## src/hdl/lda_pkg.sv

```systemverilog
package lda_pkg;

  ////////////////////
  // image and statistic sizes
  localparam int IMG_DIM         = 32;     // one 32-bit word per row
  localparam int COORD_W         = 5;
  localparam int PIXELS          = 1024;
  localparam int COUNT_W         = 11;     // holds 0 to 1024
  localparam int SUM_W           = 14;
  localparam int TOTAL_COORD_SUM = 15872;  // 32 * (0 + 1 + ... + 31)
  localparam int DIFF_W          = 27;     // signed dx, dy
  localparam int SB_W            = 54;     // signed scatter terms

  ////////////////////
  // register map, word addresses
  localparam int WB_ADR_W = 6;

  localparam logic [WB_ADR_W-1:0] ADR_ROW_LAST    = 6'd31;
  localparam logic [WB_ADR_W-1:0] ADR_CTRL        = 6'd32;  // bit 0 start
  localparam logic [WB_ADR_W-1:0] ADR_STATUS      = 6'd33;  // bit 0 busy, bit 1 done
  localparam logic [WB_ADR_W-1:0] ADR_BLACK_COUNT = 6'd34;
  localparam logic [WB_ADR_W-1:0] ADR_DX          = 6'd35;
  localparam logic [WB_ADR_W-1:0] ADR_DY          = 6'd36;
  localparam logic [WB_ADR_W-1:0] ADR_SB_XX_LO    = 6'd37;
  localparam logic [WB_ADR_W-1:0] ADR_SB_XX_HI    = 6'd38;
  localparam logic [WB_ADR_W-1:0] ADR_SB_XY_LO    = 6'd39;
  localparam logic [WB_ADR_W-1:0] ADR_SB_XY_HI    = 6'd40;
  localparam logic [WB_ADR_W-1:0] ADR_SB_YY_LO    = 6'd41;
  localparam logic [WB_ADR_W-1:0] ADR_SB_YY_HI    = 6'd42;

endpackage

```

## src/hdl/lda_if.sv

```systemverilog
`timescale 1ns/1ps

// black class statistics after one scan
interface stats_if import lda_pkg::*; ();
  logic [COUNT_W-1:0] black_count;
  logic [SUM_W-1:0]   black_x_sum;
  logic [SUM_W-1:0]   black_y_sum;
  logic               stats_valid;  // single cycle pulse

  modport src (output black_count, black_x_sum, black_y_sum, stats_valid);
  modport dst (input black_count, black_x_sum, black_y_sum, stats_valid);
endinterface

// scaled mean difference and between-class scatter
interface scatter_if import lda_pkg::*; ();
  logic signed [DIFF_W-1:0] dx;
  logic signed [DIFF_W-1:0] dy;
  logic signed [SB_W-1:0]   sb_xx;
  logic signed [SB_W-1:0]   sb_xy;
  logic signed [SB_W-1:0]   sb_yy;
  logic                     calc_done;

  modport src (output dx, dy, sb_xx, sb_xy, sb_yy, calc_done);
  modport dst (input dx, dy, sb_xx, sb_xy, sb_yy, calc_done);
endinterface

```

## src/hdl/lda_wb_regs.sv

```systemverilog
`timescale 1ns/1ps

module lda_wb_regs import lda_pkg::*; (
  input  logic                clk,
  input  logic                arst_n,
  input  logic                wb_cyc,
  input  logic                wb_stb,
  input  logic                wb_we,
  input  logic [WB_ADR_W-1:0] wb_adr,
  input  logic [31:0]         wb_dat_w,
  output logic [31:0]         wb_dat_r,
  output logic                wb_ack,
  input  logic [COORD_W-1:0]  row_idx,
  output logic [IMG_DIM-1:0]  row_word,
  output logic                scan_start,
  stats_if.dst                stats,
  scatter_if.dst              result
);

  logic [IMG_DIM-1:0] rows [IMG_DIM];  // image, one word per row
  logic               busy;
  logic               done;
  logic [COUNT_W-1:0] count_q;
  logic [31:0]        rd_data;
  logic               req;

  // upper word of a scatter term, sign extended
  function automatic logic [31:0] sb_hi(input logic signed [SB_W-1:0] v);
    return {{(64-SB_W){v[SB_W-1]}}, v[SB_W-1:32]};
  endfunction

  assign req      = wb_cyc && wb_stb && !wb_ack;  // no second ack per strobe
  assign row_word = rows[row_idx];                // scanner read port

  ////////////////////
  // bus handshake
  always_ff @(posedge clk or negedge arst_n)
  begin
    if (!arst_n)
    begin
      wb_ack   <= 1'b0;
      wb_dat_r <= '0;
    end
    else
    begin
      wb_ack <= req;
      if (req && !wb_we)
        wb_dat_r <= rd_data;
    end
  end

  always_ff @(posedge clk or negedge arst_n)
  begin
    if (!arst_n)
    begin
      for (int i = 0; i < IMG_DIM; i++)
        rows[i] <= '0;
    end
    else if (req && wb_we && wb_adr <= ADR_ROW_LAST)
      rows[wb_adr[COORD_W-1:0]] <= wb_dat_w;
  end

  ////////////////////
  // control and status
  always_ff @(posedge clk or negedge arst_n)
  begin
    if (!arst_n)
    begin
      scan_start <= 1'b0;
      busy       <= 1'b0;
      done       <= 1'b0;
      count_q    <= '0;
    end
    else
    begin
      scan_start <= 1'b0;
      if (req && wb_we && wb_adr == ADR_CTRL && wb_dat_w[0] && !busy)
      begin
        scan_start <= 1'b1;  // lines up with the ack
        busy       <= 1'b1;
        done       <= 1'b0;
      end
      else if (result.calc_done)
      begin
        busy <= 1'b0;
        done <= 1'b1;
      end
      if (stats.stats_valid)
        count_q <= stats.black_count;
    end
  end

  // readback mux
  always_comb
  begin
    rd_data = '0;
    if (wb_adr <= ADR_ROW_LAST)
      rd_data = rows[wb_adr[COORD_W-1:0]];
    else
      case (wb_adr)
        ADR_STATUS:      rd_data = {30'd0, done, busy};
        ADR_BLACK_COUNT: rd_data = {{(32-COUNT_W){1'b0}}, count_q};
        ADR_DX:          rd_data = {{(32-DIFF_W){result.dx[DIFF_W-1]}}, result.dx};
        ADR_DY:          rd_data = {{(32-DIFF_W){result.dy[DIFF_W-1]}}, result.dy};
        ADR_SB_XX_LO:    rd_data = result.sb_xx[31:0];
        ADR_SB_XX_HI:    rd_data = sb_hi(result.sb_xx);
        ADR_SB_XY_LO:    rd_data = result.sb_xy[31:0];
        ADR_SB_XY_HI:    rd_data = sb_hi(result.sb_xy);
        ADR_SB_YY_LO:    rd_data = result.sb_yy[31:0];
        ADR_SB_YY_HI:    rd_data = sb_hi(result.sb_yy);
        default:         rd_data = '0;  // ctrl and unmapped
      endcase
  end

endmodule

```

## src/hdl/class_accum.sv

```systemverilog
`timescale 1ns/1ps

module class_accum import lda_pkg::*; (
  input  logic               clk,
  input  logic               arst_n,
  input  logic               scan_start,
  input  logic [IMG_DIM-1:0] row_word,
  output logic [COORD_W-1:0] row_idx,
  stats_if.src               stats
);

  logic [2*COORD_W-1:0] pix_q;     // {row, column}
  logic                 scanning;
  logic [COORD_W-1:0]   col;
  logic                 black;

  assign row_idx = pix_q[2*COORD_W-1:COORD_W];  // x coordinate
  assign col     = pix_q[COORD_W-1:0];          // y coordinate
  assign black   = !row_word[col];              // 0 bit is the black class

  ////////////////////
  // row-major scan, one pixel per clock
  always_ff @(posedge clk or negedge arst_n)
  begin
    if (!arst_n)
    begin
      pix_q             <= '0;
      scanning          <= 1'b0;
      stats.stats_valid <= 1'b0;
      stats.black_count <= '0;
      stats.black_x_sum <= '0;
      stats.black_y_sum <= '0;
    end
    else
    begin
      stats.stats_valid <= 1'b0;
      if (scan_start)
      begin
        pix_q             <= '0;
        scanning          <= 1'b1;
        stats.black_count <= '0;
        stats.black_x_sum <= '0;
        stats.black_y_sum <= '0;
      end
      else if (scanning)
      begin
        pix_q <= pix_q + 1'b1;
        if (black)
        begin
          stats.black_count <= stats.black_count + 1'b1;
          stats.black_x_sum <= stats.black_x_sum + SUM_W'(row_idx);
          stats.black_y_sum <= stats.black_y_sum + SUM_W'(col);
        end
        // last pixel, sums are final next cycle
        if (&pix_q)
        begin
          scanning          <= 1'b0;
          stats.stats_valid <= 1'b1;
        end
      end
    end
  end

endmodule

```

## src/hdl/scatter_calc.sv

```systemverilog
`timescale 1ns/1ps

module scatter_calc import lda_pkg::*; (
  input  logic clk,
  input  logic arst_n,
  stats_if.dst stats,
  scatter_if.src result
);

  logic                     run_q;    // product sequence active
  logic                     load_q;   // operand load cycle
  logic [2:0]               step_q;   // product 0 to 6
  logic [COUNT_W-1:0]       white_count;
  logic [SUM_W-1:0]         white_x_sum;
  logic [SUM_W-1:0]         white_y_sum;
  logic signed [DIFF_W-1:0] op_a;
  logic signed [DIFF_W-1:0] op_b;
  logic [DIFF_W-1:0]        a_abs;
  logic [DIFF_W-1:0]        b_abs;
  logic [SB_W-1:0]          mcand;
  logic [DIFF_W-1:0]        mplier;
  logic [SB_W-1:0]          acc;
  logic                     neg;
  logic signed [SB_W-1:0]   prod;
  logic signed [DIFF_W-1:0] first_q;  // first product of a dx or dy pair

  ////////////////////
  // operand select per step
  always_comb
  begin
    case (step_q)
      3'd0:    op_a = DIFF_W'(stats.black_x_sum);
      3'd1:    op_a = DIFF_W'(white_x_sum);
      3'd2:    op_a = DIFF_W'(stats.black_y_sum);
      3'd3:    op_a = DIFF_W'(white_y_sum);
      3'd6:    op_a = result.dy;
      default: op_a = result.dx;  // dx*dx and dx*dy
    endcase
    case (step_q)
      3'd0, 3'd2: op_b = DIFF_W'(white_count);
      3'd1, 3'd3: op_b = DIFF_W'(stats.black_count);
      3'd4:       op_b = result.dx;
      default:    op_b = result.dy;
    endcase
  end

  // sign and magnitude form, shift-and-add on magnitudes
  assign a_abs = op_a[DIFF_W-1] ? -op_a : op_a;
  assign b_abs = op_b[DIFF_W-1] ? -op_b : op_b;
  assign prod  = neg ? -$signed(acc) : $signed(acc);

  always_ff @(posedge clk)
  begin
    if (stats.stats_valid)
    begin
      white_count <= COUNT_W'(PIXELS) - stats.black_count;
      white_x_sum <= SUM_W'(TOTAL_COORD_SUM) - stats.black_x_sum;
      white_y_sum <= SUM_W'(TOTAL_COORD_SUM) - stats.black_y_sum;
    end
    if (load_q)
    begin
      mcand  <= SB_W'(a_abs);
      mplier <= b_abs;
      neg    <= op_a[DIFF_W-1] ^ op_b[DIFF_W-1];
      acc    <= '0;
    end
    else if (run_q && mplier != '0)
    begin
      if (mplier[0])
        acc <= acc + mcand;
      mcand  <= mcand << 1;
      mplier <= mplier >> 1;  // ends early once no bits are left
    end
    if (run_q && !load_q && mplier == '0 && (step_q == 3'd0 || step_q == 3'd2))
      first_q <= prod[DIFF_W-1:0];
  end

  ////////////////////
  // step sequencer
  always_ff @(posedge clk or negedge arst_n)
  begin
    if (!arst_n)
    begin
      run_q            <= 1'b0;
      load_q           <= 1'b0;
      step_q           <= '0;
      result.calc_done <= 1'b0;
      result.dx        <= '0;
      result.dy        <= '0;
      result.sb_xx     <= '0;
      result.sb_xy     <= '0;
      result.sb_yy     <= '0;
    end
    else
    begin
      result.calc_done <= 1'b0;
      if (stats.stats_valid)
      begin
        run_q  <= 1'b1;
        load_q <= 1'b1;
        step_q <= '0;
      end
      else if (run_q && load_q)
        load_q <= 1'b0;
      else if (run_q && mplier == '0)
      begin
        case (step_q)
          3'd1:    result.dx <= first_q - $signed(prod[DIFF_W-1:0]);
          3'd3:    result.dy <= first_q - $signed(prod[DIFF_W-1:0]);
          3'd4:    result.sb_xx <= prod;
          3'd5:    result.sb_xy <= prod;
          3'd6:    result.sb_yy <= prod;
          default: ;  // first of a pair, held in first_q
        endcase
        if (step_q == 3'd6)
        begin
          run_q            <= 1'b0;
          result.calc_done <= 1'b1;
        end
        else
        begin
          step_q <= step_q + 1'b1;
          load_q <= 1'b1;
        end
      end
    end
  end

endmodule

```

## src/hdl/lda_top.sv

```systemverilog
`timescale 1ns/1ps

module lda_top import lda_pkg::*; (
  input  logic                clk,
  input  logic                arst_n,
  input  logic                wb_cyc,
  input  logic                wb_stb,
  input  logic                wb_we,
  input  logic [WB_ADR_W-1:0] wb_adr,
  input  logic [31:0]         wb_dat_w,
  input  logic [3:0]          wb_sel,    // full word access only
  output logic [31:0]         wb_dat_r,
  output logic                wb_ack
);

  logic [COORD_W-1:0] row_idx;
  logic [IMG_DIM-1:0] row_word;
  logic               scan_start;

  stats_if   stats ();
  scatter_if result ();

  ////////////////////
  // host port, image store and readback
  lda_wb_regs lda_wb_regs_inst (
    .clk        (clk),
    .arst_n     (arst_n),
    .wb_cyc     (wb_cyc),
    .wb_stb     (wb_stb),
    .wb_we      (wb_we),
    .wb_adr     (wb_adr),
    .wb_dat_w   (wb_dat_w),
    .wb_dat_r   (wb_dat_r),
    .wb_ack     (wb_ack),
    .row_idx    (row_idx),
    .row_word   (row_word),
    .scan_start (scan_start),
    .stats      (stats.dst),
    .result     (result.dst)
  );

  // pixel scan and black class sums
  class_accum class_accum_inst (
    .clk        (clk),
    .arst_n     (arst_n),
    .scan_start (scan_start),
    .row_word   (row_word),
    .row_idx    (row_idx),
    .stats      (stats.src)
  );

  scatter_calc scatter_calc_inst (
    .clk    (clk),
    .arst_n (arst_n),
    .stats  (stats.dst),
    .result (result.src)
  );

endmodule

```

## config.mk

```make
export PLATFORM = sky130hd
export DESIGN_NAME = lda_top
export DESIGN_NICKNAME = d
export VERILOG_FILES = /design/src/hdl/lda_pkg.sv /design/src/hdl/lda_if.sv /design/src/hdl/lda_wb_regs.sv /design/src/hdl/class_accum.sv /design/src/hdl/scatter_calc.sv /design/src/hdl/lda_top.sv
export SDC_FILE = /design/constraint.sdc
export NUM_CORES = 2
export LEC_CHECK = 0
export ABC_AREA = 1
export BUFFER_PORTS_ARGS = -buffer_cell sky130_fd_sc_hd__buf_2
export CAP_MARGIN = 20
export CORE_MARGIN = 4
export CORE_UTILIZATION = 30
export CTS_BUF_LIST = sky130_fd_sc_hd__clkbuf_16
export CTS_CLUSTER_DIAMETER = 100
export CTS_CLUSTER_SIZE = 20
export DETAILED_ROUTE_END_ITERATION = 16
export HOLD_SLACK_MARGIN = 0.1
export PLACE_DENSITY = 0.5
export SYNTH_ARGS = -nofsm -noshare
export SYNTH_HDL_FRONTEND = slang
export SYNTH_HIERARCHICAL = 1
export SYNTH_SLANG_ARGS = --single-unit
```

## constraint.sdc

```tcl
create_clock -name clk -period 4 [get_ports clk]
set_clock_uncertainty 0.1 [all_clocks]
set_input_delay 0.8 -clock clk [delete_from_list [all_inputs] [get_ports clk]]
set_output_delay 0.8 -clock clk [all_outputs]
set_load 0.01 [all_outputs]
```

; ---- Yosys cells after proc, flatten, opt, wreduce, memory -nomap -nowiden
; Index checks and enable logic that the tools add are counted.
[totals]
reg_bits = 1546
word_cells = 208
[op_classes]
n_bitwise = 5
eq_ne = 21
n_lt_le_gt_ge = 5
addsub = 13
mux = 60
reduce_logical = 42
[op_table]
columns = op, n
row1 = $bwmux 1024, 1
row2 = $bmux 32 s5, 2
row3 = $pmux 32 s10, 1
row4 = $mux 32, 6
row5 = $mux 27, 6
row6 = $demux 32 s5, 1
row7 = $pmux 27 s5, 1
row8 = $mux 14, 6
row9 = $pmux 27 s3, 1
row10 = $eq 6x6->1 const B, 11
row11 = $add 54x54->54, 1
row12 = $mux 54, 1
row13 = $neg 27->27, 2
row14 = $neg 54->54, 1
row15 = $mux 11, 3
row16 = $add 14x5->14, 2
row17 = $sub 14x14->14 const A, 2
row18 = $logic_not 27->1, 1
row19 = $reduce_bool 27->1, 1
row20 = $sub 27x27->27, 1
row21 = $mux 1, 24
row22 = $mux 10, 2
row23 = $reduce_and 4->1, 5
row24 = $logic_and 1x1->1, 15
row25 = 27 further kinds, 49

; ---- Logic depth before layout (Yosys ltp)
[depth]
ltp_word = 9
ltp_mapped = 23

; ---- Cells and area by module
; Netlist, hierarchy kept.
[modules_own_cells]
columns = module, cells_per_inst, instances, area_per_inst_um2
row1 = lda_wb_regs, 8646, 1, 59886.2
row2 = scatter_calc, 3466, 1, 25478.2
row3 = class_accum, 539, 1, 3621.0

; ---- Worst setup path after synthesis
; OpenSTA, ideal clock, no wires.
[synth_timing]
path_type = flip-flop to flip-flop
from = reg scatter_calc_inst.step_q[0]
to = reg scatter_calc_inst.first_q[0] (enable)
setup_time_ns = 0.445
setup_slack_ns = 0.268
arrival_time_ns = 3.188
path_buffers = 0
stages_incl_launch_ff = 7
synth_period_minus_slack_ns = 3.732
cell_sequence = dfrtp_1 > inv_1 > ha_1 > inv_1 > nor2_1 > nor2_1 > nor3_1
[synth_between]
elab_chain_len = 3
[synth_rtl]
columns = element, line
row1 = "start, declared", scatter_calc.sv:12  ; logic [2:0] step_q;
row2 = "start signal, assigned", scatter_calc.sv:122  ; step_q <= step_q + 1'b1;
row3 = $eq 3x2->1 or $logic_not 3->1 (tied branches), scatter_calc.sv:74  ; if (run_q && !load_q && mplier == '0 && (step_q == 3'd0 || step_q == 3'd2))
row4 = $logic_or 1x1->1 *, scatter_calc.sv:74
row5 = $logic_and 1x1->1 *, scatter_calc.sv:74
row6 = "end signal, assigned", scatter_calc.sv:75  ; first_q <= prod[DIFF_W-1:0];
row7 = "end, declared", scatter_calc.sv:25  ; logic signed [DIFF_W-1:0] first_q;
; Mark *: on every way between the ends. The rest lies on a longest branch, timed or not.
; A chain may end at the register's enable or synchronous reset.

; ---- Worst setup path in the final report
[layout_timing]
from = reg class_accum_inst.pix_q[5]
to = reg class_accum_inst.stats.black_count[1]
[layout_between]
elab_chain_len = 8
[layout_rtl]
columns = element, line
row1 = "start, declared", class_accum.sv:12  ; logic [2*COORD_W-1:0] pix_q;
row2 = "start signal, assigned", class_accum.sv:47  ; pix_q <= pix_q + 1'b1;
row3 = $not 5->6 (not written as such), lda_wb_regs.sv:33  ; assign row_word = rows[row_idx];
row4 = $bmux 32 s5, lda_wb_regs.sv:33
row5 = $mux 32 (not written as such) (2 in a row), lda_wb_regs.sv:33
row6 = net row_word[31], lda_top.sv:17  ; logic [IMG_DIM-1:0] row_word;
row7 = $bmux 1 s5, class_accum.sv:19  ; assign black = !row_word[col];
row8 = $mux 1 (not written as such), class_accum.sv:19
row9 = $ne 2x2->1 (no line), -
row10 = $reduce_and 2->1 (no line), -
row11 = "end signal, assigned", class_accum.sv:50  ; stats.black_count <= stats.black_count + 1'b1;
row12 = "end, declared", lda_if.sv:10  ; modport src (output black_count, black_x_sum, black_y_sum, stats_valid);
; The timed path passes the listed nets, and every way through them passes these cells. The select of a mux whose other input is x is not followed.

==> results.sh <==
export IMPL_wl_per_cell_um=22.6
export IMPL_grt_overflow_total=0
export IMPL_drive_gt1_share_pct=5.75
export IMPL_slew_violations=0
export IMPL_power_frac_seq_pct=55.0
export IMPL_clk_pin_slew_ns=0.09
export IMPL_p_comb_share_pct=7.9
export IMPL_synth_cells=12700
export IMPL_gr_usage_met2_pct=35.3
export IMPL_crit_path_end_kind="flop"
export IMPL_use_met1_pct=34.4
export IMPL_rrSetupSlack_ns=0.18
export IMPL_cts_root_buf="clkbuf_16"
export IMPL_syn_num_nets=12800
export IMPL_setup_viol=0
export IMPL_initial_core_util_pct=30.2
export IMPL_busiest_layer="met2"
export IMPL_layout_setup_ws_ns=0.183
export IMPL_whs_path_depth=3
export IMPL_wl_mm=369
export IMPL_final_nets=12500
export IMPL_timing_fmax_ghz=0.262
export IMPL_cts_sinks=1546
export IMPL_drt_iter0_drc=9759
export IMPL_die_area_um2=305000
export IMPL_cts_tree="yes"
export IMPL_area_growth_pct=10.5
export IMPL_final_cell_mix="nand2_1, o21ai_0, dfrtp_1, nor2_1, nand3_1"
export IMPL_slowest_stage="dfrtp_4"
export IMPL_swShare_pct=28.0
export IMPL_final_antenna_net_count=0
export IMPL_synth_edf_count=121
export IMPL_r2r_end="class_accum_inst/stats.black_count[1]$_DFFE_PN0P_"
export IMPL_synthFlopType="dfrtp_1"
export IMPL_yosysWarningCount=6
export IMPL_ir_drop_mv=0.360
export IMPL_rr_startpoint="class_accum_inst/pix_q[5]$_DFFE_PN0P_"
export IMPL_portBuffers=75
export IMPL_fin_setup_tns_ns=0
export IMPL_p_int_uw=21900
export IMPL_required_ns=4.60
export IMPL_p_switching_uw=8500
export IMPL_grt_pass1_vias=79000
export IMPL_ys_ff_latch=1546
export IMPL_numCtsBuffers=98
export IMPL_antenna_found_initial=7
export IMPL_cap_violations=0
export IMPL_cp_start_kind="flop"
export IMPL_cp_arrival_ns=4.42
export IMPL_gp_congestion=0.887
export IMPL_ff2ff_path_depth=20
export IMPL_clockBufferDepth=3
export IMPL_ys_seq_area_share_pct=43.7
export IMPL_htree_levels=3
export IMPL_async_flop_share_pct=86.9
export IMPL_vias=85300
export IMPL_coreArea_um2=295000
export IMPL_grt_use_met3_pct=2.89
export IMPL_synth_cell_types=64
export IMPL_die_w_um=553
export IMPL_min_path_type="in -> reg"
export IMPL_row_count=199
export IMPL_cpMostUsedCell="nand2_1"
export IMPL_die_y_um=553
export IMPL_min_period_ns=3.82
export IMPL_firstDrtPassIters=8
export IMPL_worstSetupPathType="reg -> reg"
export IMPL_pre_cts_ws_ns=0.229
export IMPL_cellLeakagePower_uw=0.0471
export IMPL_io_pins=80
export IMPL_worstHoldStart="wb_stb"
export IMPL_worstMarginPinSlew_ns=1.09
export IMPL_clk_latency_ns=0.80
export IMPL_outcome="complete, no violations"
export IMPL_vias_per_cell=5.23
export IMPL_drcViolationCount=0
export IMPL_rsz0062_at_grt="no"
export IMPL_p_clk_share_pct=37.0
export IMPL_cts_setup_buffers=0
export IMPL_grt_pass1_wl_mm=547
export IMPL_critPathMaxFanout=42
export IMPL_maxSlewHeadroom_pct=27.1
export IMPL_syn_avg_cell_area_um2=7.03
export IMPL_powerDensity_nw_per_um2=309
export IMPL_grt_usage_pct=23.4
export IMPL_finalCritPeriodShare_pct=95.4
export IMPL_cpPeakStageDelay_ns=0.62
export IMPL_layout_commonest_cell="nand2_1"
export IMPL_grt_max_degree=130
export IMPL_hold_end="lda_wb_regs_inst/wb_ack$_DFF_PN0_"
export IMPL_hold_viol_final=0
export IMPL_crit_chain="buf_12 > buf_4 > o21ai_0 > o221ai_1 > nand3_1 > nand2_1 > nand2_1 > nand2_1 > nand2_1 > nand3_1 > nand3_1 > nand2_1 > buf_4 > nand2_1 > nand3_2 > nand3_4 > nand2_2 > buf_4 > nand2_1 > nand2_1"
export IMPL_netlist_area_um2=89000
export IMPL_place_hpwl_mm=239
==> metal layers <==
metal  part of all wire [%]  up-vias
li1                       -    40500
met1                     46    41200
met2                     43     3057
met3                    6.9      505
met4                    3.7        4
met5                 0.0071        -
==> cell families (layout without fill, tap and decap cells) <==
logic type	count (synthesis)	count (layout)	share of synthesized area (%)
other cells	0	4	0
mux	7	7	0.0886
buf+inv	1419	1141	6.22
xor+xnor	156	156	1.54
flops	1546	1546	43.7
compound gates	2620	2620	16.9
fa+ha+maj	89	89	1.29
simple gates	6814	6814	30.3
==> Yosys cell counts (4+ instances only) <==
| cell type | count | area share [%] |
|---|---|---|
| inv_1 | 536 | 2.3 |
| edfxtp_1 | 121 | 4.1 |
| o21ai_0 | 1536 | 8.6 |
| nand2_2 | 32 | 0.22 |
| nor2_1 | 1221 | 5.2 |
| a211oi_1 | 14 | 0.12 |
| buf_2 | 95 | 0.53 |
| inv_2 | 22 | 0.093 |
| o221ai_1 | 249 | 2.5 |
| a31oi_1 | 35 | 0.25 |
| buf_1 | 47 | 0.20 |
| xor2_1 | 110 | 1.1 |
| o31ai_1 | 7 | 0.059 |
| mux2_2 | 7 | 0.089 |
| a22oi_1 | 13 | 0.11 |
| fa_1 | 4 | 0.090 |
| nand3_2 | 5 | 0.056 |
| o21bai_1 | 254 | 2.1 |
| xnor2_1 | 46 | 0.45 |
| nand3_1 | 605 | 3.4 |
| dfxtp_1 | 81 | 1.8 |
| dfrtp_1 | 1344 | 38 |
| ha_1 | 85 | 1.2 |
| buf_4 | 14 | 0.12 |
| nor3_1 | 48 | 0.27 |
| a21oi_1 | 277 | 1.6 |
| nor2_4 | 9 | 0.11 |
| o21ai_1 | 155 | 0.87 |
| o22ai_1 | 12 | 0.084 |
| buf_6 | 5 | 0.063 |
| o211ai_1 | 22 | 0.19 |
| nor4_1 | 24 | 0.17 |
| a21o_1 | 17 | 0.14 |
| nand4_1 | 43 | 0.30 |
| a21boi_0 | 6 | 0.051 |
| nand2_1 | 4778 | 20 |
| nand3b_1 | 9 | 0.076 |
| o21a_1 | 7 | 0.059 |
| nor2_2 | 19 | 0.13 |
| clkbuf_1 | 696 | 2.9 |
==> stage by stage <==
stage	std cells	hold slack (ns)	util, %	power, µW	area [µm²]
floorplan	12700	0.325	-	18100	89000
global placement	16100	0.354	32.3	19400	95100
detailed placement	16100	0.359	32.3	19400	95100
CTS	16300	0.134	33.3	30600	98200
global route	16300	0.161	33.4	31600	98300
finish	16300	0.195	33.4	30300	98300
==> sequential cells by signal, summed over array words and instances (netlist names), 32 cells and up <==
signal,count
lda_wb_regs_inst/rows,1024
scatter_calc_inst/result.sb_xy,54
scatter_calc_inst/result.sb_yy,54
scatter_calc_inst/acc,54
lda_wb_regs_inst/wb_dat_r,32
scatter_calc_inst/mcand,54
scatter_calc_inst/result.sb_xx,54
==> area by class of cell <==
cell class / count / area (µm²)
fillers: 32000 / 196000
multi-input cells: 9686 / 44800
flip-flops and latches: 1546 / 38900
well taps: 3919 / 4900
repair buffers: 424 / 4480
clock buffers: 98 / 2450
inverters: 562 / 2150
clock inverters: 57 / 609
diodes: 4 / 10.0
==> repair_timing <==
item,CTS,global route
resized for setup,0,2
endpoints found under the setup margin,0,15
hold endpoints to repair,263,0
hold buffers,1,0
==> worst max-delay path, delay by kind of cell (launching register included) <==
kind                   cells  cell delay [ns]
buffers and inverters      4             0.99
and+or+nand+nor           14             1.45
AOI/OAI and AO/OA          2             0.49
DFF                        1             0.62
==> power groups by stage <==
stage          combinational (µW)  sequential [µW]  clock [µW]
2_1_floorplan                1200            16900           0
3_3_place_gp                 2380            17000           0
3_5_place_dp                 2400            17000           0
4_1_cts                      2410            16700       11500
5_1_grt                      2680            16800       12100
6_report                     2410            16700       11200
==> worst max path at each step <==
stage / start / to / slack [ns] / depth (start not counted)
floorplan: scatter_calc_inst/step_q[0]$_DFFE_PN0P_ / scatter_calc_inst/first_q[0]$_DFFE_PP_ / 0.27 / 6
global placement: class_accum_inst/pix_q[5]$_DFFE_PN0P_ / class_accum_inst/stats.black_count[4]$_DFFE_PN0P_ / 0.24 / 20
detailed placement: class_accum_inst/pix_q[5]$_DFFE_PN0P_ / class_accum_inst/stats.black_y_sum[9]$_DFFE_PN0P_ / 0.23 / 20
CTS: class_accum_inst/pix_q[5]$_DFFE_PN0P_ / class_accum_inst/stats.black_y_sum[9]$_DFFE_PN0P_ / 0.18 / 20
global route: scatter_calc_inst/acc[1]$_SDFFE_PP0P_ / scatter_calc_inst/result.dy[21]$_DFFE_PN0P_ / 0.004 / 20
finish: class_accum_inst/pix_q[5]$_DFFE_PN0P_ / class_accum_inst/stats.black_count[1]$_DFFE_PN0P_ / 0.18 / 20
Note: power is estimated with default switching activity, not from simulation.
